[config.mk]
export PLATFORM = sky130hd
export DESIGN_NAME = dcache_sdp_ram
export DESIGN_NICKNAME = d
export VERILOG_FILES = /design/src/dcache_pkg.sv /design/src/dcache_sdp_ram.sv
export SDC_FILE = /design/constraint.sdc
export NUM_CORES = 2
export LEC_CHECK = 0
export BUFFER_PORTS_ARGS = -buffer_cell sky130_fd_sc_hd__buf_2
export CAP_MARGIN = 20
export CORE_ASPECT_RATIO = 2
export CORE_MARGIN = 4
export CORE_UTILIZATION = 50
export DETAILED_ROUTE_END_ITERATION = 8
export GPL_TIMING_DRIVEN = 0
export MAX_ROUTING_LAYER = met4
export PLACE_DENSITY = 0.75
export RECOVER_POWER = 25
export SLEW_MARGIN = 20
export SYNTH_ARGS = -nofsm -noshare
export SYNTH_HDL_FRONTEND = slang
export SYNTH_SLANG_ARGS = --single-unit
[constraint.sdc]
create_clock -name clk -period 4.6 [get_ports clk]
set_clock_uncertainty 0.2 [all_clocks]
set_input_delay 0 -clock clk [delete_from_list [all_inputs] [get_ports clk]]
set_output_delay 0 -clock clk [all_outputs]
set_load 0.01 [all_outputs]
[src/dcache_pkg.sv]
package dcache_pkg;

    //////////////////////////////
    // cache geometry
    //////////////////////////////

    localparam int ADDR_W     = 32;
    localparam int WORD_W     = 32;
    localparam int WORD_BYTES = WORD_W / 8;
    localparam int NUM_WAYS   = 2;
    localparam int NUM_BANKS  = 8;
    localparam int NUM_SETS   = 64;
    localparam int BANK_W     = 3;
    localparam int INDEX_W    = 6;
    localparam int TAG_W      = 21;

    // field positions inside an address
    localparam int BANK_LSB  = 2;
    localparam int INDEX_LSB = BANK_LSB + BANK_W;
    localparam int TAG_LSB   = INDEX_LSB + INDEX_W;

    //////////////////////////////
    // basic types
    //////////////////////////////

    typedef logic [WORD_W-1:0]     word_t;
    // bank 0 sits in the low word
    typedef word_t [NUM_BANKS-1:0] line_t;
    typedef logic [TAG_W-1:0]      tag_t;
    typedef logic [INDEX_W-1:0]    index_t;
    typedef logic [BANK_W-1:0]     bank_t;
    typedef logic [WORD_BYTES-1:0] byte_en_t;
    typedef logic [NUM_BANKS-1:0]  bank_mask_t;

    // processor request
    typedef struct packed {
        logic              en;
        byte_en_t          wen;
        logic [ADDR_W-1:0] vaddr;
        logic [ADDR_W-1:0] paddr;
        word_t             wdata;
        logic              cached;
    } req_t;

    // feedback from stage two, old_* is last cycle's request
    typedef struct packed {
        logic              rreq;
        logic              wreq;
        logic              hit0;
        logic              hit1;
        logic              write_miss;
        logic              refilling;
        word_t             hit_wdata;
        logic [ADDR_W-1:0] old_vaddr;
        logic [ADDR_W-1:0] old_paddr;
        byte_en_t          old_wen;
        word_t             old_data;
    } s2_fb_t;

    // registered stage one output
    typedef struct packed {
        logic [ADDR_W-1:0] vaddr;
        logic [ADDR_W-1:0] paddr;
        logic              cached;
        byte_en_t          wen;
        logic              valid0;
        logic              valid1;
        logic              dirty0;
        logic              dirty1;
        bank_mask_t        colli0;
        bank_mask_t        colli1;
        word_t             colli_wdata;
        logic              cache_rreq;
        logic              cache_wreq;
        logic              uc_rreq;
        logic              uc_wreq;
    } s1_out_t;

    //////////////////////////////
    // address field helpers
    //////////////////////////////

    function automatic index_t index_of(logic [ADDR_W-1:0] addr);
        return addr[INDEX_LSB +: INDEX_W];
    endfunction

    function automatic bank_t bank_of(logic [ADDR_W-1:0] addr);
        return addr[BANK_LSB +: BANK_W];
    endfunction

    function automatic tag_t tag_of(logic [ADDR_W-1:0] addr);
        return addr[TAG_LSB +: TAG_W];
    endfunction

endpackage

[src/dcache_sdp_ram.sv]
module dcache_sdp_ram #(
    parameter type entry_t = dcache_pkg::word_t
) (
    input  logic               clk,
    input  logic               we_i,
    input  dcache_pkg::index_t waddr_i,
    input  entry_t             wdata_i,
    input  logic               re_i,
    input  dcache_pkg::index_t raddr_i,
    output entry_t             rdata_o
);

    entry_t mem [dcache_pkg::NUM_SETS];

    // write port, driven from the old index
    always_ff @(posedge clk) begin
        if (we_i) begin
            mem[waddr_i] <= wdata_i;
        end
    end

    // read port, output holds while re_i is low
    // same-address write in the same cycle returns the old entry
    always_ff @(posedge clk) begin
        if (re_i) begin
            rdata_o <= mem[raddr_i];
        end
    end

    //////////////////////////////
    // checks
    //////////////////////////////

    a_waddr_known: assert property (
        @(posedge clk) we_i |-> !$isunknown(waddr_i)
    ) else $error("sdp_ram: write address unknown while writing");

    a_raddr_known: assert property (
        @(posedge clk) re_i |-> !$isunknown(raddr_i)
    ) else $error("sdp_ram: read address unknown while reading");

endmodule

==> flow_metrics.tcl <==
set metrics [dict create \
    die_y_um 570 \
    start_kind "primary input" \
    hold_depth 5 \
    stdcell_count 5951 \
    num_vias 41273 \
    clock_sinks 2080 \
    gp_congestion 0.971 \
    grt_util_all_layers_pct 32.2 \
    die_x_um 289 \
    synth.distinct_cells 33 \
    io_buffer_count 70 \
    via_per_inst 6.94 \
    cts_resized 0 \
    dp.cells 5594 \
    route.detailed.drc 0 \
    first_pass_iters 6 \
    power_density_nw_per_um2 415 \
    synth_area_um2 78800 \
    crit_required_ns 4.90 \
    slew_headroom_pct -145 \
    worstSkewPairLatency_ns 0.83 \
    status "finished, violations left" \
    yosysTopAreaCellShare_pct 79.2 \
    rsz0062_at_grt "no" \
    grt_max_degree 65 \
    violations "max-capacitance violations, max-slew violations" \
    fp-row-count 205 \
    setup_viol 0 \
    synth_seq_cells 2080 \
    crit_type "primary input to flip-flop" \
    syn-instance-count 3324 \
    ant_nets 0 \
    root_buffer "clkbuf_16" \
    seq_area_frac_synth_pct 79.2 \
    crit_path_end_kind "flip-flop" \
    cts_made_buffers 170 \
    arrival_ns 3.87 \
    grt_pass1_wl_um 345000 \
    wl_per_cell_um 42.8 \
    drtIter0Drc 7009 \
    synth_top_cell_by_area "edfxtp_1" \
    async_flop_share_pct 0 \
    drive_gt1_share_pct 29.2 \
    peakVddDrop_mv 0.259 \
    synth.avg_cell_area_um2 23.7 \
    synthTopCellsByCount "edfxtp_1 (2080), mux4_2 (544), nor2_1 (137)" \
    fin_crit_ns 3.57 \
    syn_to_final_growth_pct 15.4 \
    reg2reg_depth 4 \
    synth_enable_flop_cells 2080 \
    synth_most_common_cell "edfxtp_1" \
    min_period_over_period_pct 77.7 \
    ys_top_cells_by_area "edfxtp_1 (79%), mux4_2 (16%), mux2i_1 (1.2%)" \
    tightest_slew_ns 3.67 \
    pin_count 79 \
    cts_tree "yes" \
    fmax_mhz 280 \
    hold_buffers 45 \
    ys_warn_count 0 \
    slew_viol_final 1463 \
    worstHoldPathType "primary input to flip-flop" \
    ys.flop_type "edfxtp_1" \
    nets 3789 \
    postCtsSetupBuffers 0 \
    crit_fanout 10 \
    finalHoldViolations 0 \
    cts_max_level 4 \
    clock_path_buffers 4 \
    finalWirelength_um 255000 \
    path_clk_slew_ns 0.06 \
    fin_util_pct 58.2 \
    total_power_mw 37.8 \
    maxCapViolCount 23 \
    dpl.hpwl_um 167000 \
    whs_ns 0.0643 \
    synth_nets 3371 \
    initial_core_util_pct 50.4 \
    core-area_um2 156000 \
    grt_pass1_vias 41426 \
    num-fill-cells 10630 \
    antenna_found_initial 16 \
    power.leakage_nw 28.2 \
    die_area_um2 164000 \
    grt_overflow 0 \
]
==> metrics by stage <==
step / instance area (um2) / setup slack (ns) / setup TNS, ns
finish: 91000 / 1.03 / 0
global route: 91000 / 1.10 / 0
CTS: 91000 / 1.16 / 0
detailed placement: 85200 / 0.356 / 0
global placement: 81800 / -2.17 / -642.21
floorplan: 78800 / 1.24 / 0
==> cell type report <==
| type | instances | area, um2 | area share (%) |
|---|---|---|---|
| Clock buffer | 209 | 4460 | 4.91 |
| Sequential cell | 2080 | 62500 | 68.6 |
| Buffer | 182 | 920 | 1.01 |
| Tap cell | 2070 | 2590 | 2.85 |
| Multi-Input combinational cell | 1062 | 16000 | 17.5 |
| Antenna cell | 14 | 35.0 | 0.0385 |
| Clock inverter | 88 | 820 | 0.901 |
| Timing Repair Buffer | 246 | 3730 | 4.10 |
==> cell usage in the layout, fill, tap and decap left out, drive strengths merged, types with 5 or more instances in the layout <==
cell,netlist,routed
a21oi,62,62
a22oi,12,12
a311oi,8,8
buf,108,286
bufinv,0,14
clkbuf,74,306
clkinv,0,62
clkinvlp,0,7
diode,0,14
dlygate4sd3,0,45
edfxtp,2080,2080
inv,0,5
mux2i,93,93
mux4,544,544
nand2,26,26
nand2b,8,8
nand3,5,5
nand3b,5,5
nor2,137,137
nor2b,15,15
nor3,7,7
o221ai,27,27
o22ai,84,84
or3b,5,5
==> state kept, by name, indices dropped and copies added (netlist names) <==
register	count
rdata_o	32
mem	2048
==> cell families (layout without fill, tap and decap cells) <==
group	after synthesis	after routing	share of synthesized area, %
flops	2080	2080	79.2
mux	637	637	16.7
simple gates	223	223	1.26
compound gates	202	202	1.67
buf+inv	182	725	1.12
other cells	0	14	0
==> power by group <==
group	switching, mW	internal (mW)
clock network	6.64	7.71
registers	0.0434	21.0
logic	1.62	0.742
total	8.30	29.5
==> critical path, cell delays in order <==
cell      delay, ns
buf_2          0.34
buf_2          0.38
buf_2          0.44
buf_1          0.91
nand3b_1       0.70
o221ai_1       0.41
a21oi_1        0.27
a21oi_1        0.27
nor2_1         0.12
==> routing by layer <==
| metal | track usage [%] | vias to the layer above | wire, um |
|---|---|---|---|
| met5 | - | - | 0 |
| met3 | 5.76 | 1183 | 29000 |
| met1 | 34.3 | 21077 | 69300 |
| met2 | 51.6 | 3889 | 125000 |
| met4 | 28.0 | 0 | 31400 |
| li1 | - | 15124 | - |
==> path summary, 6_finish.rpt <==
path                                             from                    end  slack, ns
worst max-delay path                       raddr_i[1]  rdata_o[19]$_DFFE_PP_       1.03
worst min-delay path                       raddr_i[5]  rdata_o[18]$_DFFE_PP_       0.06
worst max register to register  mem[31][18]$_DFFE_PP_  rdata_o[18]$_DFFE_PP_       1.72
worst min register to register  mem[28][20]$_DFFE_PP_  rdata_o[20]$_DFFE_PP_       0.78
(Power assumes the default switching activity.)
