===== config.mk =====
export PLATFORM = sky130hd
export DESIGN_NAME = dcache_data_wr_arb
export DESIGN_NICKNAME = d
export VERILOG_FILES = /design/src/dcache_pkg.sv /design/src/dcache_data_wr_arb.sv
export SDC_FILE = /design/constraint.sdc
export NUM_CORES = 1
export LEC_CHECK = 0
export BUFFER_PORTS_ARGS = -buffer_cell sky130_fd_sc_hd__buf_4
export CORE_AREA = 2 2 264 266
export DETAILED_ROUTE_END_ITERATION = 10
export DIE_AREA = 0 0 266 268
export SLEW_MARGIN = 20
export SYNTH_ARGS = -nofsm -noshare
export SYNTH_HDL_FRONTEND = slang
export SYNTH_SLANG_ARGS = --single-unit

===== constraint.sdc =====
create_clock -name vclk -period 1.5
set_clock_uncertainty 0.1 [all_clocks]
set_input_delay 0.15 -clock vclk [all_inputs]
set_output_delay 0.15 -clock vclk [all_outputs]
set_load 0.05 [all_outputs]

===== src/dcache_pkg.sv =====
package dcache_pkg;

    //////////////////////////////
    // cache geometry
    //////////////////////////////

    localparam int ADDR_W     = 32;
    localparam int WORD_W     = 32;
    localparam int WORD_BYTES = WORD_W / 8;
    localparam int NUM_WAYS   = 2;
    localparam int NUM_BANKS  = 8;
    localparam int NUM_SETS   = 64;
    localparam int BANK_W     = 3;
    localparam int INDEX_W    = 6;
    localparam int TAG_W      = 21;

    // field positions inside an address
    localparam int BANK_LSB  = 2;
    localparam int INDEX_LSB = BANK_LSB + BANK_W;
    localparam int TAG_LSB   = INDEX_LSB + INDEX_W;

    //////////////////////////////
    // basic types
    //////////////////////////////

    typedef logic [WORD_W-1:0]     word_t;
    // bank 0 sits in the low word
    typedef word_t [NUM_BANKS-1:0] line_t;
    typedef logic [TAG_W-1:0]      tag_t;
    typedef logic [INDEX_W-1:0]    index_t;
    typedef logic [BANK_W-1:0]     bank_t;
    typedef logic [WORD_BYTES-1:0] byte_en_t;
    typedef logic [NUM_BANKS-1:0]  bank_mask_t;

    // processor request
    typedef struct packed {
        logic              en;
        byte_en_t          wen;
        logic [ADDR_W-1:0] vaddr;
        logic [ADDR_W-1:0] paddr;
        word_t             wdata;
        logic              cached;
    } req_t;

    // feedback from stage two, old_* is last cycle's request
    typedef struct packed {
        logic              rreq;
        logic              wreq;
        logic              hit0;
        logic              hit1;
        logic              write_miss;
        logic              refilling;
        word_t             hit_wdata;
        logic [ADDR_W-1:0] old_vaddr;
        logic [ADDR_W-1:0] old_paddr;
        byte_en_t          old_wen;
        word_t             old_data;
    } s2_fb_t;

    // registered stage one output
    typedef struct packed {
        logic [ADDR_W-1:0] vaddr;
        logic [ADDR_W-1:0] paddr;
        logic              cached;
        byte_en_t          wen;
        logic              valid0;
        logic              valid1;
        logic              dirty0;
        logic              dirty1;
        bank_mask_t        colli0;
        bank_mask_t        colli1;
        word_t             colli_wdata;
        logic              cache_rreq;
        logic              cache_wreq;
        logic              uc_rreq;
        logic              uc_wreq;
    } s1_out_t;

    //////////////////////////////
    // address field helpers
    //////////////////////////////

    function automatic index_t index_of(logic [ADDR_W-1:0] addr);
        return addr[INDEX_LSB +: INDEX_W];
    endfunction

    function automatic bank_t bank_of(logic [ADDR_W-1:0] addr);
        return addr[BANK_LSB +: BANK_W];
    endfunction

    function automatic tag_t tag_of(logic [ADDR_W-1:0] addr);
        return addr[TAG_LSB +: TAG_W];
    endfunction

endpackage


===== src/dcache_data_wr_arb.sv =====
module dcache_data_wr_arb (
    input  dcache_pkg::s2_fb_t              s2_fb_i,
    input  logic                            rend_i,
    input  dcache_pkg::line_t               line_rdata_i,
    input  logic                            lru_way_i,
    input  logic                            merge_pending_i,
    output dcache_pkg::bank_mask_t          we_way0_o,
    output dcache_pkg::bank_mask_t          we_way1_o,
    output dcache_pkg::line_t               wdata_o,
    output logic [dcache_pkg::NUM_WAYS-1:0] tag_we_o,
    output dcache_pkg::bank_mask_t          hit_wmask0_o,
    output dcache_pkg::bank_mask_t          hit_wmask1_o
);

    dcache_pkg::bank_t      old_bank;
    dcache_pkg::bank_mask_t old_bank_sel;
    dcache_pkg::line_t      merged_line;
    logic                   refill;
    logic                   hit_wr;
    logic                   refill_way0;
    logic                   refill_way1;

    assign old_bank     = dcache_pkg::bank_of(s2_fb_i.old_vaddr);
    assign old_bank_sel = dcache_pkg::bank_mask_t'(1) << old_bank;

    assign refill = rend_i & s2_fb_i.refilling;
    assign hit_wr = s2_fb_i.wreq & (s2_fb_i.hit0 | s2_fb_i.hit1);

    // refill goes to the lru way
    assign refill_way0 = refill & ~lru_way_i;
    assign refill_way1 = refill & lru_way_i;

    //////////////////////////////
    // hit write peer
    //////////////////////////////

    // one bank of the hit way
    assign hit_wmask0_o = (s2_fb_i.wreq && s2_fb_i.hit0) ? old_bank_sel : '0;
    assign hit_wmask1_o = (s2_fb_i.wreq && s2_fb_i.hit1) ? old_bank_sel : '0;

    //////////////////////////////
    // refill peer
    //////////////////////////////

    // pending store bytes override the memory line at the old bank
    always_comb begin
        merged_line = line_rdata_i;
        if (merge_pending_i) begin
            for (int k = 0; k < dcache_pkg::WORD_BYTES; k++) begin
                if (s2_fb_i.old_wen[k]) begin
                    merged_line[old_bank][8*k +: 8] = s2_fb_i.old_data[8*k +: 8];
                end
            end
        end
    end

    //////////////////////////////
    // port select
    //////////////////////////////

    // refill owns every bank when active
    assign we_way0_o = refill ? {dcache_pkg::NUM_BANKS{refill_way0}} : hit_wmask0_o;
    assign we_way1_o = refill ? {dcache_pkg::NUM_BANKS{refill_way1}} : hit_wmask1_o;

    // hit data is the same word on all banks, the enables pick one
    assign wdata_o = refill ? merged_line : {dcache_pkg::NUM_BANKS{s2_fb_i.hit_wdata}};

    assign tag_we_o = {refill_way1, refill_way0};

    // stage two must not write while its line is in flight
    always_comb begin
        a_no_overlap: assert final (!(refill && hit_wr))
            else $error("data_wr_arb: refill and hit write in the same cycle");
    end

endmodule


==> qor.yml <==
outcome:
  status: "complete, but fails checks"
  violations: "setup timing"
final_layout:
  seq_cells: 0
  clockBufferCount: 0
  final_net_count: 2315
  syn_to_final_growth_pct: 315
  layout-drive-gt1-share: 0.861
  final_area_um2: 21700
  regArea_um2: 0
  final_cells: 2802
yosys:
  synth.most_common_cell: "a21oi_1"
  ys_seq_area_frac: 0
  synthCells: 1053
  synth_area_leader_cell: "a21oi_1"
  syn_nets: 1450
  synthesis.area_um2: 5240
  ys_types: 27
  ys_warn_count: 0
  synth_area_leaders: "a21oi_1 49%, o21ai_0 21%, clkbuf_1 6.0%, o21ai_1 4.8%, and2_1 3.9%"
  syn_area_per_cell_um2: 4.97
  synth_common_cells: "512 x a21oi_1, 222 x o21ai_0, 84 x clkbuf_1"
  synth_top_area_frac: 0.489
power_and_ir_drop:
  clkPwrFrac: 0
  comb_power_share: 1.000
  p_leak_nw: 8.48
  p_seq_frac: 0
  switchingPower_w: 0.00549
  vdd_drop_max_mv: 0.232
  power.share.switching: 0.598
  intPower_w: 0.00369
  power.total_w: 0.00918
  power_density_nw_per_um2: 423
sta:
  setup_tns_ns: -73.20
  fin_crit_ns: 1.95
  finalSetupViolCount: 261
  rsz0062_at_grt: "yes"
  post-route-period-util: 1.30
  slew_headroom: 0.627
  drv_slew: 0
  worst_pin_slew_ns: 0.559
  fmax_ghz: 0.513
  fin_ws_ns: -0.448
  final-hold-violation-count: 0
worst_setup_path:
  crit_fanout: 8
  crit_family: "buffers and inverters"
  slowest_stage: "and4b_4"
  required_ns: 1.25
  worstPathCellList: "buf_8, buf_12, buf_6, and4b_4, buf_12, buf_12, a21oi_1, a21oi_1, buf_4"
  max_stage_delay_ns: 0.34
  worst_setup_path_start_kind: "primary input"
  worst_setup_path_end_kind: "output port"
  cp.arrival_ns: 1.70
  path_class: "in -> out"
  path_buf_inv: 6
  cp_common_cell: "buf_12"
floorplan:
  core_area_um2: 68200
  io_pins: 687
  rows: 96
  die_height_um: 268
  dieArea_um2: 71300
  start_util: 0.0767
  die_w_um: 266
drt:
  first_pass_iters: 5
  via_count: 12900
  ant_nets: 0
  drt_iter0_markers: 724
  drc: 0
  wl_um: 82200
  wl_per_cell_um: 29.3
  vias_per_cell: 4.62
global_route:
  grt_pass1_vias: 13100
  grt_max_degree: 37
  gr-total-overflow: 0
  grt_pass1_wl_um: 102000
  track_usage: 0.203
  grt_antenna_before_repair: 11
placement:
  io_buffers: 624
  hpwl_um: 51900
  gp_congestion: 0.864
  postPlaceCellArea_um2: 15900
  dp_cells: 2706
  dp_slack_ns: -0.611
clock_network:
  cts-hold-fix-buffers: 0
flow_run:
  maxCapViolCount: 0
worst_hold_path:
  hold_path_class: "in -> out"
==> layer usage <==
| layer | wire, um | track usage | up-vias |
|---|---|---|---|
| met5 | 23 | 0 | - |
| met4 | 4390 | 0.0799 | 4 |
| met3 | 5700 | 0.0379 | 180 |
| met2 | 37700 | 0.340 | 827 |
| met1 | 34400 | 0.257 | 6299 |
| li1 | - | - | 5639 |
==> final cells by class <==
class / instances / area (um^2)
inverters: 6 / 22.5
fillers: 6822 / 46500
diodes: 4 / 10.0
multi-input cells: 895 / 9420
well taps: 882 / 1100
repair buffers: 1015 / 11200
==> cell families after synthesis <==
group | share of synthesized area
compound gates | 0.749
buf+inv | 0.126
simple gates | 0.124
==> path summary, 6_finish.rpt <==
check | from | to | slack (ns) | cells past startpoint
hold / removal | line_rdata_i[23] | wdata_o[23] | 0.56 | 4
setup / recovery | s2_fb_i[71] | wdata_o[179] | -0.45 | 9
==> what timing repair did <==
action,CTS,global route
endpoints found under the setup margin,274,272
setup buffers,52,29
gates resized for setup,718,364
cloned,26,13
pin swaps,106,156
==> placed cells by master, fill, tap and decap left out, types with 5 or more instances in the layout <==
master	count
buf_4	569
a21oi_4	236
buf_6	228
a21oi_2	145
a21oi_1	131
buf_12	126
o21ai_2	94
o21ai_4	92
buf_8	56
o21ai_0	46
o21ai_1	40
nor2_2	30
and2_1	28
buf_16	24
clkbuf_16	12
nor2_1	9
nor2_4	5
==> metrics by stage <==
stage / hold slack (ns) / util
after floorplan: 0.361 / -
after global placement: 0.601 / 0.234
after detailed placement: 0.606 / 0.234
after CTS: 0.559 / 0.290
after global routing: 0.562 / 0.318
final: 0.558 / 0.318
==> power groups by stage <==
stage               clock network (W)  logic, W  registers, W
finish                 0.000000000160   0.00918             0
global route           0.000000000172   0.00946             0
CTS                                 0   0.00855             0
detailed placement                  0   0.00734             0
global placement                    0   0.00733             0
floorplan                           0   0.00413             0
No activity file was read; power rests on OpenSTA's default activity.
