### config.mk
export PLATFORM = sky130hd
export DESIGN_NAME = dcache_line_state
export DESIGN_NICKNAME = d
export VERILOG_FILES = /design/src/dcache_pkg.sv /design/src/dcache_line_state.sv
export SDC_FILE = /design/constraint.sdc
export NUM_CORES = 1
export LEC_CHECK = 0
export ABC_AREA = 1
export BUFFER_PORTS_ARGS = -buffer_cell sky130_fd_sc_hd__buf_4
export CELL_PAD_IN_SITES_DETAIL_PLACEMENT = 1
export CELL_PAD_IN_SITES_GLOBAL_PLACEMENT = 2
export CORE_ASPECT_RATIO = 2
export CORE_MARGIN = 2
export CORE_UTILIZATION = 36
export CTS_CLUSTER_DIAMETER = 80
export CTS_CLUSTER_SIZE = 10
export DETAILED_ROUTE_END_ITERATION = 6
export HOLD_SLACK_MARGIN = 0.1
export PLACE_DENSITY_LB_ADDON = 0.1
export SETUP_SLACK_MARGIN = 0.5
export SYNTH_ARGS = -nofsm -noshare
export SYNTH_HDL_FRONTEND = slang
export SYNTH_SLANG_ARGS = --single-unit
### constraint.sdc
create_clock -name clk -period 4.3 [get_ports clk]
set_clock_uncertainty 0.05 [all_clocks]
set_input_delay 1.075 -clock clk [delete_from_list [all_inputs] [get_ports clk]]
set_output_delay 1.075 -clock clk [all_outputs]
set_load 0.05 [all_outputs]
### src/dcache_pkg.sv
package dcache_pkg;

    //////////////////////////////
    // cache geometry
    //////////////////////////////

    localparam int ADDR_W     = 32;
    localparam int WORD_W     = 32;
    localparam int WORD_BYTES = WORD_W / 8;
    localparam int NUM_WAYS   = 2;
    localparam int NUM_BANKS  = 8;
    localparam int NUM_SETS   = 64;
    localparam int BANK_W     = 3;
    localparam int INDEX_W    = 6;
    localparam int TAG_W      = 21;

    // field positions inside an address
    localparam int BANK_LSB  = 2;
    localparam int INDEX_LSB = BANK_LSB + BANK_W;
    localparam int TAG_LSB   = INDEX_LSB + INDEX_W;

    //////////////////////////////
    // basic types
    //////////////////////////////

    typedef logic [WORD_W-1:0]     word_t;
    // bank 0 sits in the low word
    typedef word_t [NUM_BANKS-1:0] line_t;
    typedef logic [TAG_W-1:0]      tag_t;
    typedef logic [INDEX_W-1:0]    index_t;
    typedef logic [BANK_W-1:0]     bank_t;
    typedef logic [WORD_BYTES-1:0] byte_en_t;
    typedef logic [NUM_BANKS-1:0]  bank_mask_t;

    // processor request
    typedef struct packed {
        logic              en;
        byte_en_t          wen;
        logic [ADDR_W-1:0] vaddr;
        logic [ADDR_W-1:0] paddr;
        word_t             wdata;
        logic              cached;
    } req_t;

    // feedback from stage two, old_* is last cycle's request
    typedef struct packed {
        logic              rreq;
        logic              wreq;
        logic              hit0;
        logic              hit1;
        logic              write_miss;
        logic              refilling;
        word_t             hit_wdata;
        logic [ADDR_W-1:0] old_vaddr;
        logic [ADDR_W-1:0] old_paddr;
        byte_en_t          old_wen;
        word_t             old_data;
    } s2_fb_t;

    // registered stage one output
    typedef struct packed {
        logic [ADDR_W-1:0] vaddr;
        logic [ADDR_W-1:0] paddr;
        logic              cached;
        byte_en_t          wen;
        logic              valid0;
        logic              valid1;
        logic              dirty0;
        logic              dirty1;
        bank_mask_t        colli0;
        bank_mask_t        colli1;
        word_t             colli_wdata;
        logic              cache_rreq;
        logic              cache_wreq;
        logic              uc_rreq;
        logic              uc_wreq;
    } s1_out_t;

    //////////////////////////////
    // address field helpers
    //////////////////////////////

    function automatic index_t index_of(logic [ADDR_W-1:0] addr);
        return addr[INDEX_LSB +: INDEX_W];
    endfunction

    function automatic bank_t bank_of(logic [ADDR_W-1:0] addr);
        return addr[BANK_LSB +: BANK_W];
    endfunction

    function automatic tag_t tag_of(logic [ADDR_W-1:0] addr);
        return addr[TAG_LSB +: TAG_W];
    endfunction

endpackage

### src/dcache_line_state.sv
module dcache_line_state (
    input  logic                            clk,
    input  logic                            rst_n,
    input  dcache_pkg::index_t              rd_index_i,
    input  dcache_pkg::s2_fb_t              s2_fb_i,
    input  logic                            rend_i,
    output logic [dcache_pkg::NUM_WAYS-1:0] valid_o,
    output logic [dcache_pkg::NUM_WAYS-1:0] dirty_o,
    output logic                            lru_way_o,
    output logic                            merge_pending_o
);

    logic [dcache_pkg::NUM_SETS-1:0][dcache_pkg::NUM_WAYS-1:0] valid_q;
    logic [dcache_pkg::NUM_SETS-1:0][dcache_pkg::NUM_WAYS-1:0] dirty_q;
    logic [dcache_pkg::NUM_SETS-1:0]                           lru_q;
    logic                                                      merge_pending_q;

    dcache_pkg::index_t old_index;
    logic               hit_any;
    logic               refill;

    assign old_index = dcache_pkg::index_of(s2_fb_i.old_vaddr);

    // hit only counts when stage two holds a cached request
    assign hit_any = (s2_fb_i.hit0 | s2_fb_i.hit1) & (s2_fb_i.rreq | s2_fb_i.wreq);
    assign refill  = rend_i & s2_fb_i.refilling;

    // lru bit names the way to replace next
    assign lru_way_o       = lru_q[old_index];
    assign merge_pending_o = merge_pending_q;

    // state at the index being read this cycle
    assign valid_o = valid_q[rd_index_i];
    assign dirty_o = dirty_q[rd_index_i];

    //////////////////////////////
    // lru
    //////////////////////////////

    always_ff @(posedge clk or negedge rst_n) begin
        if (!rst_n) begin
            lru_q <= '0;
        end else if (hit_any) begin
            // point away from the way that hit
            lru_q[old_index] <= s2_fb_i.hit0;
        end else if (refill) begin
            lru_q[old_index] <= ~lru_way_o;
        end
    end

    //////////////////////////////
    // valid and dirty
    //////////////////////////////

    always_ff @(posedge clk or negedge rst_n) begin
        if (!rst_n) begin
            valid_q <= '0;
        end else if (refill) begin
            valid_q[old_index][lru_way_o] <= 1'b1;
        end
    end

    always_ff @(posedge clk or negedge rst_n) begin
        if (!rst_n) begin
            dirty_q <= '0;
        end else if (refill) begin
            // refilled line is dirty only if a write miss got merged in
            dirty_q[old_index][lru_way_o] <= merge_pending_q;
        end else if (s2_fb_i.wreq && s2_fb_i.hit0) begin
            dirty_q[old_index][0] <= 1'b1;
        end else if (s2_fb_i.wreq && s2_fb_i.hit1) begin
            dirty_q[old_index][1] <= 1'b1;
        end
    end

    // write miss waiting for its refill line
    always_ff @(posedge clk or negedge rst_n) begin
        if (!rst_n) begin
            merge_pending_q <= 1'b0;
        end else if (s2_fb_i.write_miss) begin
            merge_pending_q <= 1'b1;
        end else if (rend_i) begin
            merge_pending_q <= 1'b0;
        end
    end

    a_one_hit_way: assert property (
        @(posedge clk) disable iff (!rst_n) !(s2_fb_i.hit0 && s2_fb_i.hit1)
    ) else $error("line_state: stage two reports a hit in both ways");

endmodule

==> run summary <==
status -> completed
I/O Buffers -> 26
clk sink count -> 321
Post-CTS Hold Buffers -> 0
Final Hold Vio Count -> 0
Cell Pwr Density -> 362.5 mW/mm²
Final Instance Count excl. Fillers -> 3718
leak pwr -> 11.81 nW
core area -> 0.05360 mm²
Synth warnings -> 0
synth cell count leaders -> nand2_1, inv_1, o21ai_0, dfrtp_1, nand3_1
Layout area overhead -> 16.62%
VDD IR max -> 0.2549 mV
critical path fanouts, max -> 8
Netlist cell types -> 27
Max transition margin -> 19.75%
top-count cell post-synth -> nand2_1
Post-synth EDFFs -> 0
CTS Buf Count -> 38
H-tree depth -> 2
Synth area leaders -> dfrtp_1, nand2_1, o21ai_0
Final Critical Period -> 3951 ps
max-slew violations -> 0
clock slew at reported path FFs -> 60 ps
Tot GR Track Use -> 29.66%
number of global-route vias before repair -> 21747
Ports -> 153
RSZ-0062 raised after global routing -> true
Hold WS -> 399.0 ps
flops & latches, synth -> 321
drt first pass iters -> 5
row count -> 120
filler cell count -> 6876
CTS root buf -> clkbuf_16
ys async rst share -> 100.0%
fin crit share -> 91.88%
largest net degree at the start of global routing -> 165
grt ovf -> 0
RD Place Congestion -> 0.8319
initial DRC count -> 1132
Seq/Total Area, Yosys -> 41.20%
Core Util, Final -> 42.42%
Most used DFF post-synth -> dfrtp_1
dpl cells -> 3665
vias per cell -> 5.557
min-delay src -> valid_q[97]
Routed WL -> 84070 µm
CP startpoint -> rd_index_i[0]
Die Ht -> 333.1 µm
first-pass GRT wire length -> 127600 µm
crit path DAT -> 2830 ps
dpl hpwl -> 54890 µm
Max Fclk -> 253.1 MHz
min-delay worst type -> flop to flop
routed via count -> 20661
crit end category -> output port
Setup Crit Path Kind -> input port to output port
worst endpoint required time -> 3170 ps
worst skew pair latency -> 560 ps
Final ANT Viol Nets -> 0
deepest clock path buffer count -> 3
antenna diode count -> 0
fin worst setup slack -> 349.0 ps
cell taking the most area after synthesis -> dfrtp_1
syn nets -> 3152
CP startpoint kind -> input port
post-synth top area share -> 41.20%
Place WS -> -42.32 ps
CTS tree -> built
fin nets -> 3190
DR WL/cell -> 22.61 µm
Starting Density -> 36.37%
synthesized area -> 0.01949 mm²
FF-to-FF Start -> lru_q[20]
layout cell share with drive strength beyond 1 -> 9.091%
Power, Total -> 8.242 mW
Worst Tran Pin Value -> 1204 ps
DRC viols -> 0
initial antenna violation count -> 0
Post-Syn Instances -> 3005
max-capacitance violation count -> 0
Avg Cell Area, Syn -> 6.488 µm²
Die X -> 168.6 µm
number of setup violations in the final report -> 0
die area -> 0.05614 mm²
-- critical path, cell delays in order --
cell and delay [ps]:
buf_16 150, clkinv_8 90, buf_8 130, buf_12 140, nor2_2 40, o211ai_1 460, o211ai_1 200, o211ai_1 150
nand3_1 110, nand2_2 110, buf_8 150
-- per-stage QoR --
stage / TNS (ps) / cell area [µm²]
5_1_grt: 0 / 22740
3_3_place_gp: -13.04 / 21170
2_1_floorplan: 0 / 19510
6_report: 0 / 22740
3_5_place_dp: -61.12 / 21170
4_1_cts: 0 / 22360
-- worst paths after layout --
kind	cells after the start	to	slack [ps]
setup / recovery	11	dirty_o[1]	350
hold / removal	2	valid_q[97]	400
setup reg to reg	13	dirty_q[114]	1530
hold reg to reg	2	valid_q[97]	400
max in group asynchronous	2	dirty_q[46]	2670
min in group asynchronous	1	valid_q[107]	430
-- placed cells by master, fill, tap and decap left out, types with 2 or more instances in the layout --
master	synthesis	routed
a221oi_1	5	5
buf_16	0	4
o21bai_1	4	3
o21ai_1	40	87
o211ai_1	32	32
nand4_1	55	55
a21oi_2	0	10
dfrtp_1	321	320
buf_6	1	8
buf_4	7	136
inv_1	345	341
o21ai_0	334	283
nand3_1	307	304
o21ai_2	0	3
a21oi_1	91	80
buf_8	0	9
nand2_4	0	4
nand3_2	0	2
clkbuf_16	0	47
inv_2	4	7
nand2_1	978	965
buf_12	0	21
nor2_1	287	284
clkbuf_1	122	2
nand2_2	1	10
o21ai_4	1	2
nor3_1	7	7
nor2_4	0	4
-- cells by family after synthesis --
family	count (synthesis)	share of synthesized area (%)
AND/OR/NAND/NOR	1639	34.36
AO/OA/AOI/OAI	509	13.71
flip-flops	321	41.20
buffers and inverters	536	10.72
-- registers in the layout, indices dropped and copies added, names as in the netlist --
name             flops
valid_q            128
merge_pending_o      1
lru_q               64
dirty_q            128
-- power breakdown --
part           switching (mW)  internal [mW]  total (mW)  leakage (nW)
registers               0.140           3.29        3.43          3.57
clock network            1.37           1.68        3.05         0.512
logic                    1.22          0.541        1.77          7.72
total                    2.73           5.51        8.24          11.8
-- cell type report --
type / instances / area [µm²] / share of cell area, %
tap: 671 / 839.6 / 3.693
sequential: 321 / 8034 / 35.34
inverter: 350 / 1334 / 5.866
clock inverter: 1 / 8.758 / 0.03852
clock buffer: 43 / 1033 / 4.546
multi-input combinational: 2148 / 9559 / 42.04
timing repair buffer: 184 / 1927 / 8.475
-- per-layer routing --
| layer | GRT usage, % | up-vias | part of all wire, % |
|---|---|---|---|
| li1 | - | 9601 | - |
| met1 | 34.39 | 10367 | 39 |
| met2 | 54.29 | 511 | 52 |
| met3 | 2.824 | 182 | 3.7 |
| met4 | 14.23 | 0 | 5.4 |
| met5 | 0 | - | 0 |
-- what timing repair did --
action / 4_1_cts / 5_1_grt
buffers inserted: 0 / 2
cloned: 1 / 6
endpoints found under the hold margin: 0 / 0
endpoints found under the setup margin: 5 / 5
pin swaps: 9 / 34
gates resized for setup: 48 / 81
(Power assumes the default switching activity.)
