## config.mk

```make
export PLATFORM = sky130hd
export DESIGN_NAME = dcache_s1_stage
export DESIGN_NICKNAME = d
export VERILOG_FILES = /design/src/dcache_pkg.sv /design/src/dcache_s1_stage.sv
export SDC_FILE = /design/constraint.sdc
export NUM_CORES = 1
export LEC_CHECK = 0
export ABC_AREA = 1
export BUFFER_PORTS_ARGS = -buffer_cell sky130_fd_sc_hd__buf_2
export CORE_AREA = 3 3 149 151
export CTS_BUF_LIST = sky130_fd_sc_hd__clkbuf_16
export CTS_CLUSTER_SIZE = 20
export DETAILED_ROUTE_END_ITERATION = 8
export DIE_AREA = 0 0 152 154
export PLACE_DENSITY = 0.51
export SYNTH_ARGS = -nofsm -noshare
export SYNTH_HDL_FRONTEND = slang
export SYNTH_SLANG_ARGS = --single-unit
```

## constraint.sdc

```tcl
create_clock -name clk -period 1.3 [get_ports clk]
set_input_delay 0.065 -clock clk [delete_from_list [all_inputs] [get_ports clk]]
set_output_delay 0.065 -clock clk [all_outputs]
set_load 0.1 [all_outputs]
```

## src/dcache_pkg.sv

```systemverilog
package dcache_pkg;

    //////////////////////////////
    // cache geometry
    //////////////////////////////

    localparam int ADDR_W     = 32;
    localparam int WORD_W     = 32;
    localparam int WORD_BYTES = WORD_W / 8;
    localparam int NUM_WAYS   = 2;
    localparam int NUM_BANKS  = 8;
    localparam int NUM_SETS   = 64;
    localparam int BANK_W     = 3;
    localparam int INDEX_W    = 6;
    localparam int TAG_W      = 21;

    // field positions inside an address
    localparam int BANK_LSB  = 2;
    localparam int INDEX_LSB = BANK_LSB + BANK_W;
    localparam int TAG_LSB   = INDEX_LSB + INDEX_W;

    //////////////////////////////
    // basic types
    //////////////////////////////

    typedef logic [WORD_W-1:0]     word_t;
    // bank 0 sits in the low word
    typedef word_t [NUM_BANKS-1:0] line_t;
    typedef logic [TAG_W-1:0]      tag_t;
    typedef logic [INDEX_W-1:0]    index_t;
    typedef logic [BANK_W-1:0]     bank_t;
    typedef logic [WORD_BYTES-1:0] byte_en_t;
    typedef logic [NUM_BANKS-1:0]  bank_mask_t;

    // processor request
    typedef struct packed {
        logic              en;
        byte_en_t          wen;
        logic [ADDR_W-1:0] vaddr;
        logic [ADDR_W-1:0] paddr;
        word_t             wdata;
        logic              cached;
    } req_t;

    // feedback from stage two, old_* is last cycle's request
    typedef struct packed {
        logic              rreq;
        logic              wreq;
        logic              hit0;
        logic              hit1;
        logic              write_miss;
        logic              refilling;
        word_t             hit_wdata;
        logic [ADDR_W-1:0] old_vaddr;
        logic [ADDR_W-1:0] old_paddr;
        byte_en_t          old_wen;
        word_t             old_data;
    } s2_fb_t;

    // registered stage one output
    typedef struct packed {
        logic [ADDR_W-1:0] vaddr;
        logic [ADDR_W-1:0] paddr;
        logic              cached;
        byte_en_t          wen;
        logic              valid0;
        logic              valid1;
        logic              dirty0;
        logic              dirty1;
        bank_mask_t        colli0;
        bank_mask_t        colli1;
        word_t             colli_wdata;
        logic              cache_rreq;
        logic              cache_wreq;
        logic              uc_rreq;
        logic              uc_wreq;
    } s1_out_t;

    //////////////////////////////
    // address field helpers
    //////////////////////////////

    function automatic index_t index_of(logic [ADDR_W-1:0] addr);
        return addr[INDEX_LSB +: INDEX_W];
    endfunction

    function automatic bank_t bank_of(logic [ADDR_W-1:0] addr);
        return addr[BANK_LSB +: BANK_W];
    endfunction

    function automatic tag_t tag_of(logic [ADDR_W-1:0] addr);
        return addr[TAG_LSB +: TAG_W];
    endfunction

endpackage

```

## src/dcache_s1_stage.sv

```systemverilog
module dcache_s1_stage (
    input  logic                            clk,
    input  logic                            rst_n,
    input  dcache_pkg::req_t                req_i,
    input  logic                            stall_i,
    input  dcache_pkg::s2_fb_t              s2_fb_i,
    input  logic [dcache_pkg::NUM_WAYS-1:0] valid_i,
    input  logic [dcache_pkg::NUM_WAYS-1:0] dirty_i,
    input  dcache_pkg::bank_mask_t          hit_wmask0_i,
    input  dcache_pkg::bank_mask_t          hit_wmask1_i,
    output dcache_pkg::s1_out_t             s1_o
);

    dcache_pkg::s1_out_t s1_d;
    dcache_pkg::s1_out_t s1_q;
    logic                is_write;
    logic                same_index;

    assign is_write = |req_i.wen;

    // read and hit write on the same set this cycle
    assign same_index = dcache_pkg::index_of(req_i.vaddr)
                        == dcache_pkg::index_of(s2_fb_i.old_vaddr);

    //////////////////////////////
    // next stage contents
    //////////////////////////////

    always_comb begin
        s1_d.vaddr  = req_i.vaddr;
        s1_d.paddr  = req_i.paddr;
        s1_d.cached = req_i.cached;
        s1_d.wen    = req_i.wen;

        s1_d.valid0 = valid_i[0];
        s1_d.valid1 = valid_i[1];
        s1_d.dirty0 = dirty_i[0];
        s1_d.dirty1 = dirty_i[1];

        // hit masks already carry the old bank, so the ram word there is stale
        s1_d.colli0      = same_index ? hit_wmask0_i : '0;
        s1_d.colli1      = same_index ? hit_wmask1_i : '0;
        s1_d.colli_wdata = s2_fb_i.hit_wdata;

        // request kind
        s1_d.cache_rreq = req_i.en & req_i.cached & ~is_write;
        s1_d.cache_wreq = req_i.en & req_i.cached & is_write;
        s1_d.uc_rreq    = req_i.en & ~req_i.cached & ~is_write;
        s1_d.uc_wreq    = req_i.en & ~req_i.cached & is_write;
    end

    //////////////////////////////
    // stage register
    //////////////////////////////

    always_ff @(posedge clk or negedge rst_n) begin
        if (!rst_n) begin
            s1_q <= '0;
        end else if (!stall_i) begin
            s1_q <= s1_d;
        end
    end

    assign s1_o = s1_q;

    // the kind decode gives one flag only when cached and wen are known
    a_req_kind_known: assert property (
        @(posedge clk) disable iff (!rst_n)
        (!stall_i && req_i.en) |-> !$isunknown({req_i.cached, req_i.wen})
    ) else $error("s1_stage: request kind unknown while capturing a request");

endmodule

```

==> flow_metrics.tcl, run 1 <==
set metrics [dict create \
    path_clk_slew_ps 60 \
    slew_headroom 0.647 \
    leakagePower_nw 4.81 \
    min_path_type "input pin to register" \
    vias_per_cell 3.98 \
    core-area_mm2 0.0210 \
    vias 4983 \
    clk_path_buf_depth 2 \
    switching_share 0.373 \
    synthesis.instances 588 \
    end_kind "primary output" \
    grt_max_degree 62 \
    port_buffers 255 \
    cts_num_sinks 125 \
    arrival_ps 1190 \
    boundaryPins 388 \
    gr-total-overflow 0 \
    hold_viol_final 0 \
    htreeDepth 4 \
    power_frac_clock 0.372 \
    max_freq_mhz 795 \
    yosysTopAreaCellShare 0.614 \
    cts_setup_buffers 0 \
    wl_um 16500 \
    path_cells "buf_2" \
    ys_ff_latch 125 \
    place_congestion 0.760 \
    vdd_ir_drop_max_mv 0.756 \
    switching_power_w 0.00491 \
    p_int_w 0.00824 \
    largest_reg_flops 125 \
    yosys_warnings 0 \
    drive_gt1_frac 0.312 \
    crit_family "buffers and inverters" \
    syn_nets 851 \
    nNetsFinal 1228 \
    cpMaxStageDelayCell "buf_2" \
    period_needed_ps 1260 \
    routedWlPerCell_um 13.2 \
    num_antenna_cells 0 \
    hpwlAfterDp_um 10400 \
    crit_path_max_incr_delay_ps 430 \
    final_cell_mix "nand2_1 (340), buf_2 (189), dfrtp_1 (125)" \
    ys_seq_area_frac 0.614 \
    critPathLaunchType "register" \
    fill_cells 2098 \
    initial_core_util 0.243 \
    drtIter0Drc 170 \
    cellPowerDensity_mw_per_mm2 1520 \
    drv_cap 0 \
    syn_area_mm2 0.00509 \
    synth.area.top_cells "dfrtp_1 (61%), nand2_1 (25%), inv_1 (2.2%)" \
    num_rows 53 \
    cts-root-buf "clkbuf_16" \
    setup_viol 0 \
    tightest_slew_ps 529 \
    drt_first_pass_iters 4 \
    layout_commonest_cell "nand2_1" \
    cts_tree "done" \
    yosysTopAreaCell "dfrtp_1" \
    die_y_um 154 \
    post-route-drc-count 0 \
    die_w_um 152 \
    slew_viol_final 0 \
    stdcell_area_mm2 0.00864 \
    grt_util_all_layers 0.141 \
    finalSetupTns_ps 0 \
    syn_to_final_growth_pct 69.7 \
    grt_pass1_wl_um 26600 \
    status "complete, no violations" \
    path_max_fanout 2 \
    dieArea_mm2 0.0234 \
    share_comb_of_total_power 0.296 \
    cts_buffers 17 \
    antenna_found_initial 0 \
    synth_cell_types 19 \
    critPathRequiredTime_ps 1240 \
    fin_skew_ps 0 \
    postSynthAreaPerCell_um2 8.66 \
    detailed_place.area_mm2 0.00667 \
    antenna_left 0 \
    fin_crit_sh 0.967 \
    grt_pass1_vias 5137 \
    clock_latency_ps 410 \
    seqPwrFrac 0.332 \
    worstSetupPathType "register to primary output" \
    rsz0062_at_grt "false" \
    crit_buf_inv 1 \
]
[cell families after synthesis]
kind of cell,share of synthesized area
AOI/OAI and AO/OA,0.0138
xor gates and xnor gates,0.00172
buffers and inverters,0.0639
and+or+nand+nor,0.307
DFF,0.614
[power groups by stage]
stage          clock (W)  sequential [W]  combinational (W)
2_1_floorplan          0         0.00666           0.000506
3_3_place_gp           0         0.00441            0.00355
3_5_place_dp           0         0.00441            0.00356
4_1_cts          0.00507         0.00435            0.00385
5_1_grt          0.00524         0.00439            0.00409
6_report         0.00489         0.00436            0.00389
[stage by stage]
step                hold slack (ps)  total power, W  utilization  std cells  setup slack, ps
finish                         30.8          0.0131        0.412       1252             42.3
global placement               25.7         0.00796        0.318       1100             31.3
floorplan                      -231         0.00717            -        588              135
detailed placement             15.9         0.00797        0.318       1100             27.2
global route                   40.4          0.0137        0.412       1252           0.0613
CTS                            16.7          0.0133        0.405       1252             3.55
[synth_stat cells]
cell,instances
buf_2,14
buf_4,8
buf_6,3
buf_8,2
clkbuf_1,3
dfrtp_1,125
inv_1,30
inv_2,2
nand2_1,340
nand2_2,4
nand2_4,2
nand3_1,4
nand4_1,17
nor2_1,16
nor2_4,1
nor2_8,2
o21ai_0,12
o21ai_1,2
xor2_1,1
[repair_timing]
item | in CTS | in global routing
gates resized for setup | 5 | 59
endpoints found under the hold margin | 248 | 0
gates cloned | 0 | 0
hold buffers | 121 | 0
endpoints found under the setup margin | 5 | 59
[metal layers]
metal	share of wire	GRT usage	up-vias
met5	0	0	-
met4	0.013	0.0458	0
met3	0.062	0.0433	14
met2	0.48	0.235	188
met1	0.44	0.174	2240
li1	-	-	2541
[cell type report]
type | count | area [µm²] | area share
repair buffers | 388 | 2810 | 0.325
well taps | 275 | 344 | 0.0398
inverters | 32 | 121 | 0.0140
clock buffers | 17 | 425 | 0.0492
flip-flops and latches | 125 | 3130 | 0.362
clock inverters | 14 | 179 | 0.0207
multi-input cells | 401 | 1640 | 0.190
[final timing paths]
| path | startpoint | end | slack (ps) | depth (start not counted) |
|---|---|---|---|---|
| setup / recovery | s1_o[65] | s1_o[65] | 40 | 1 |
| hold / removal | hit_wmask1_i[6] | s1_o[42] | 30 | 5 |
| setup reg to reg | s1_o[99] | s1_o[99] | 650 | 2 |
| hold reg to reg | s1_o[41] | s1_o[41] | 470 | 2 |
| max in group asynchronous | rst_n | s1_o[19] | 620 | 3 |
| min in group asynchronous | rst_n | s1_o[116] | 110 | 2 |
(Power assumes the default switching activity.)
==> run 2, diff against run 1 <==
- HOLD_SLACK_MARGIN: not set -> 0.08
==> run 2 against run 1 <==
  * Largest cell class unchanged
  * Power about the same
  * Cell count increased by 0.16%
  * Die area unchanged
  * Non-clock buffer count increased by 2
  * Utilization increased by 0.096 points
  * Register-to-register slack about the same
  * Largest power group unchanged
  * Highest routed layer unchanged
==> flow_metrics.tcl, run 2 (synthesized netlist as in run 1, its figures left out) <==
set metrics [dict create \
    min_path_type "input pin to async pin" \
    timing.reg2reg.setup_slack_ps 650 \
    layout_commonest_cell "nand2_1" \
    boundaryPins 388 \
    crit_family "buffers and inverters" \
    maxUsedRoutingLayer "met4" \
    syn_to_final_growth_pct 70.1 \
    grt_pass1_wl_um 26700 \
    critPathRequiredTime_ps 1240 \
    crit_path_max_incr_delay_ps 440 \
    drt_first_pass_iters 4 \
    port_buffers 255 \
    post-route-drc-count 0 \
    critPathLaunchType "register" \
    tightest_slew_ps 533 \
    path_cells "buf_2" \
    rsz0062_at_grt "false" \
    wl_met2_um 8000 \
    fill_cells 2096 \
    grt_max_degree 62 \
    slew_headroom 0.644 \
    drtIter0Drc 176 \
    leakagePower_nw 4.82 \
    cellPowerDensity_mw_per_mm2 1520 \
    grt_util_all_layers 0.141 \
    reg2reg_from "s1_o[99]" \
    final_cell_count_no_fill 1254 \
    rr_endpoint "s1_o[99]" \
    stdcell_area_mm2 0.00866 \
    finalSetupTns_ps 0 \
    placedCellCount 1100 \
    initial_core_util 0.243 \
    place_congestion 0.760 \
    vias_per_cell 3.98 \
    fin_skew_ps 0 \
    arrival_ps 1190 \
    die_y_um 154 \
    hold_viol_final 0 \
    final_cell_mix "nand2_1 (340), buf_2 (189), dfrtp_1 (125)" \
    nNetsFinal 1230 \
    grt_pass1_vias 5152 \
    vdd_ir_drop_max_mv 0.759 \
    drv_cap 0 \
    total_power_w 0.0132 \
    max_freq_mhz 796 \
    num_rows 53 \
    htreeDepth 4 \
    path_max_fanout 2 \
    slew_viol_final 0 \
    crit_buf_inv 1 \
    setup_viol 0 \
    cts-root-buf "clkbuf_16" \
    worstSetupPathType "register to primary output" \
    path_clk_slew_ps 60 \
    cts_num_sinks 125 \
    gr-total-overflow 0 \
    wl_um 16600 \
    cts_setup_buffers 0 \
    wl_met1_um 7350 \
    drive_gt1_frac 0.312 \
    cpMaxStageDelayCell "buf_2" \
    period_needed_ps 1260 \
    end_kind "primary output" \
    dieArea_mm2 0.0234 \
    antenna_found_initial 0 \
    detailed_place.area_mm2 0.00667 \
    hpwlAfterDp_um 10400 \
    hold_slack_ps 115 \
    vias 4996 \
    cts_buffers 17 \
    routedWlPerCell_um 13.2 \
    num_antenna_cells 0 \
    reg2regPathDepth 2 \
    largest_reg_flops 125 \
    wl_met3_um 1010 \
    die_w_um 152 \
    status "complete, no violations" \
    clock_latency_ps 410 \
    antenna_left 0 \
    clk_path_buf_depth 2 \
    core-area_mm2 0.0210 \
    fin_crit_sh 0.966 \
    cts_tree "done" \
]
[run 2: worst max path at each step]
stage / end / slack [ps] / startpoint / cells past startpoint
floorplan: s1_o[1] / 140 / s1_o[1] / 2
CTS: s1_o[49] / 4 / s1_o[49] / 1
finish: s1_o[104] / 40 / s1_o[104] / 1
global placement: s1_o[42] / 30 / s2_fb_i[75] / 5
detailed placement: s1_o[42] / 30 / s2_fb_i[75] / 5
global route: s1_o[114] / 0.06 / s1_o[114] / 1
[run 2: report_power, final]
| part | switching, W | total (W) | internal [W] |
|---|---|---|---|
| clock | 0.00173 | 0.00490 | 0.00317 |
| combinational | 0.00303 | 0.00390 | 0.000871 |
| sequential | 0.000160 | 0.00436 | 0.00420 |
| total | 0.00491 | 0.0132 | 0.00824 |
[run 2: metal layers]
layer,vias to the layer above,track usage
met2,186,0.235
met5,-,0
met4,0,0.0458
met1,2250,0.174
li1,2544,-
met3,16,0.0436
[run 2: final cells by class]
cell class | instances | area [µm²] | area share
sequential | 125 | 3130 | 0.361
tap | 275 | 344 | 0.0397
multi-input combinational | 401 | 1640 | 0.189
timing repair buffer | 390 | 2830 | 0.326
clock buffer | 17 | 425 | 0.0491
inverter | 32 | 121 | 0.0140
clock inverter | 14 | 179 | 0.0207
[run 2: timing repair]
item	in CTS	in global routing
endpoints found under the hold margin	250	0
gates resized for setup	5	59
hold buffers	123	0
endpoints found under the setup margin	5	59
[run 2: through the flow]
| step | setup slack (ps) | utilization |
|---|---|---|
| floorplan | 135 | - |
| global placement | 31.3 | 0.318 |
| detailed placement | 27.2 | 0.318 |
| CTS | 3.55 | 0.406 |
| global route | 0.0613 | 0.413 |
| finish | 43.8 | 0.413 |
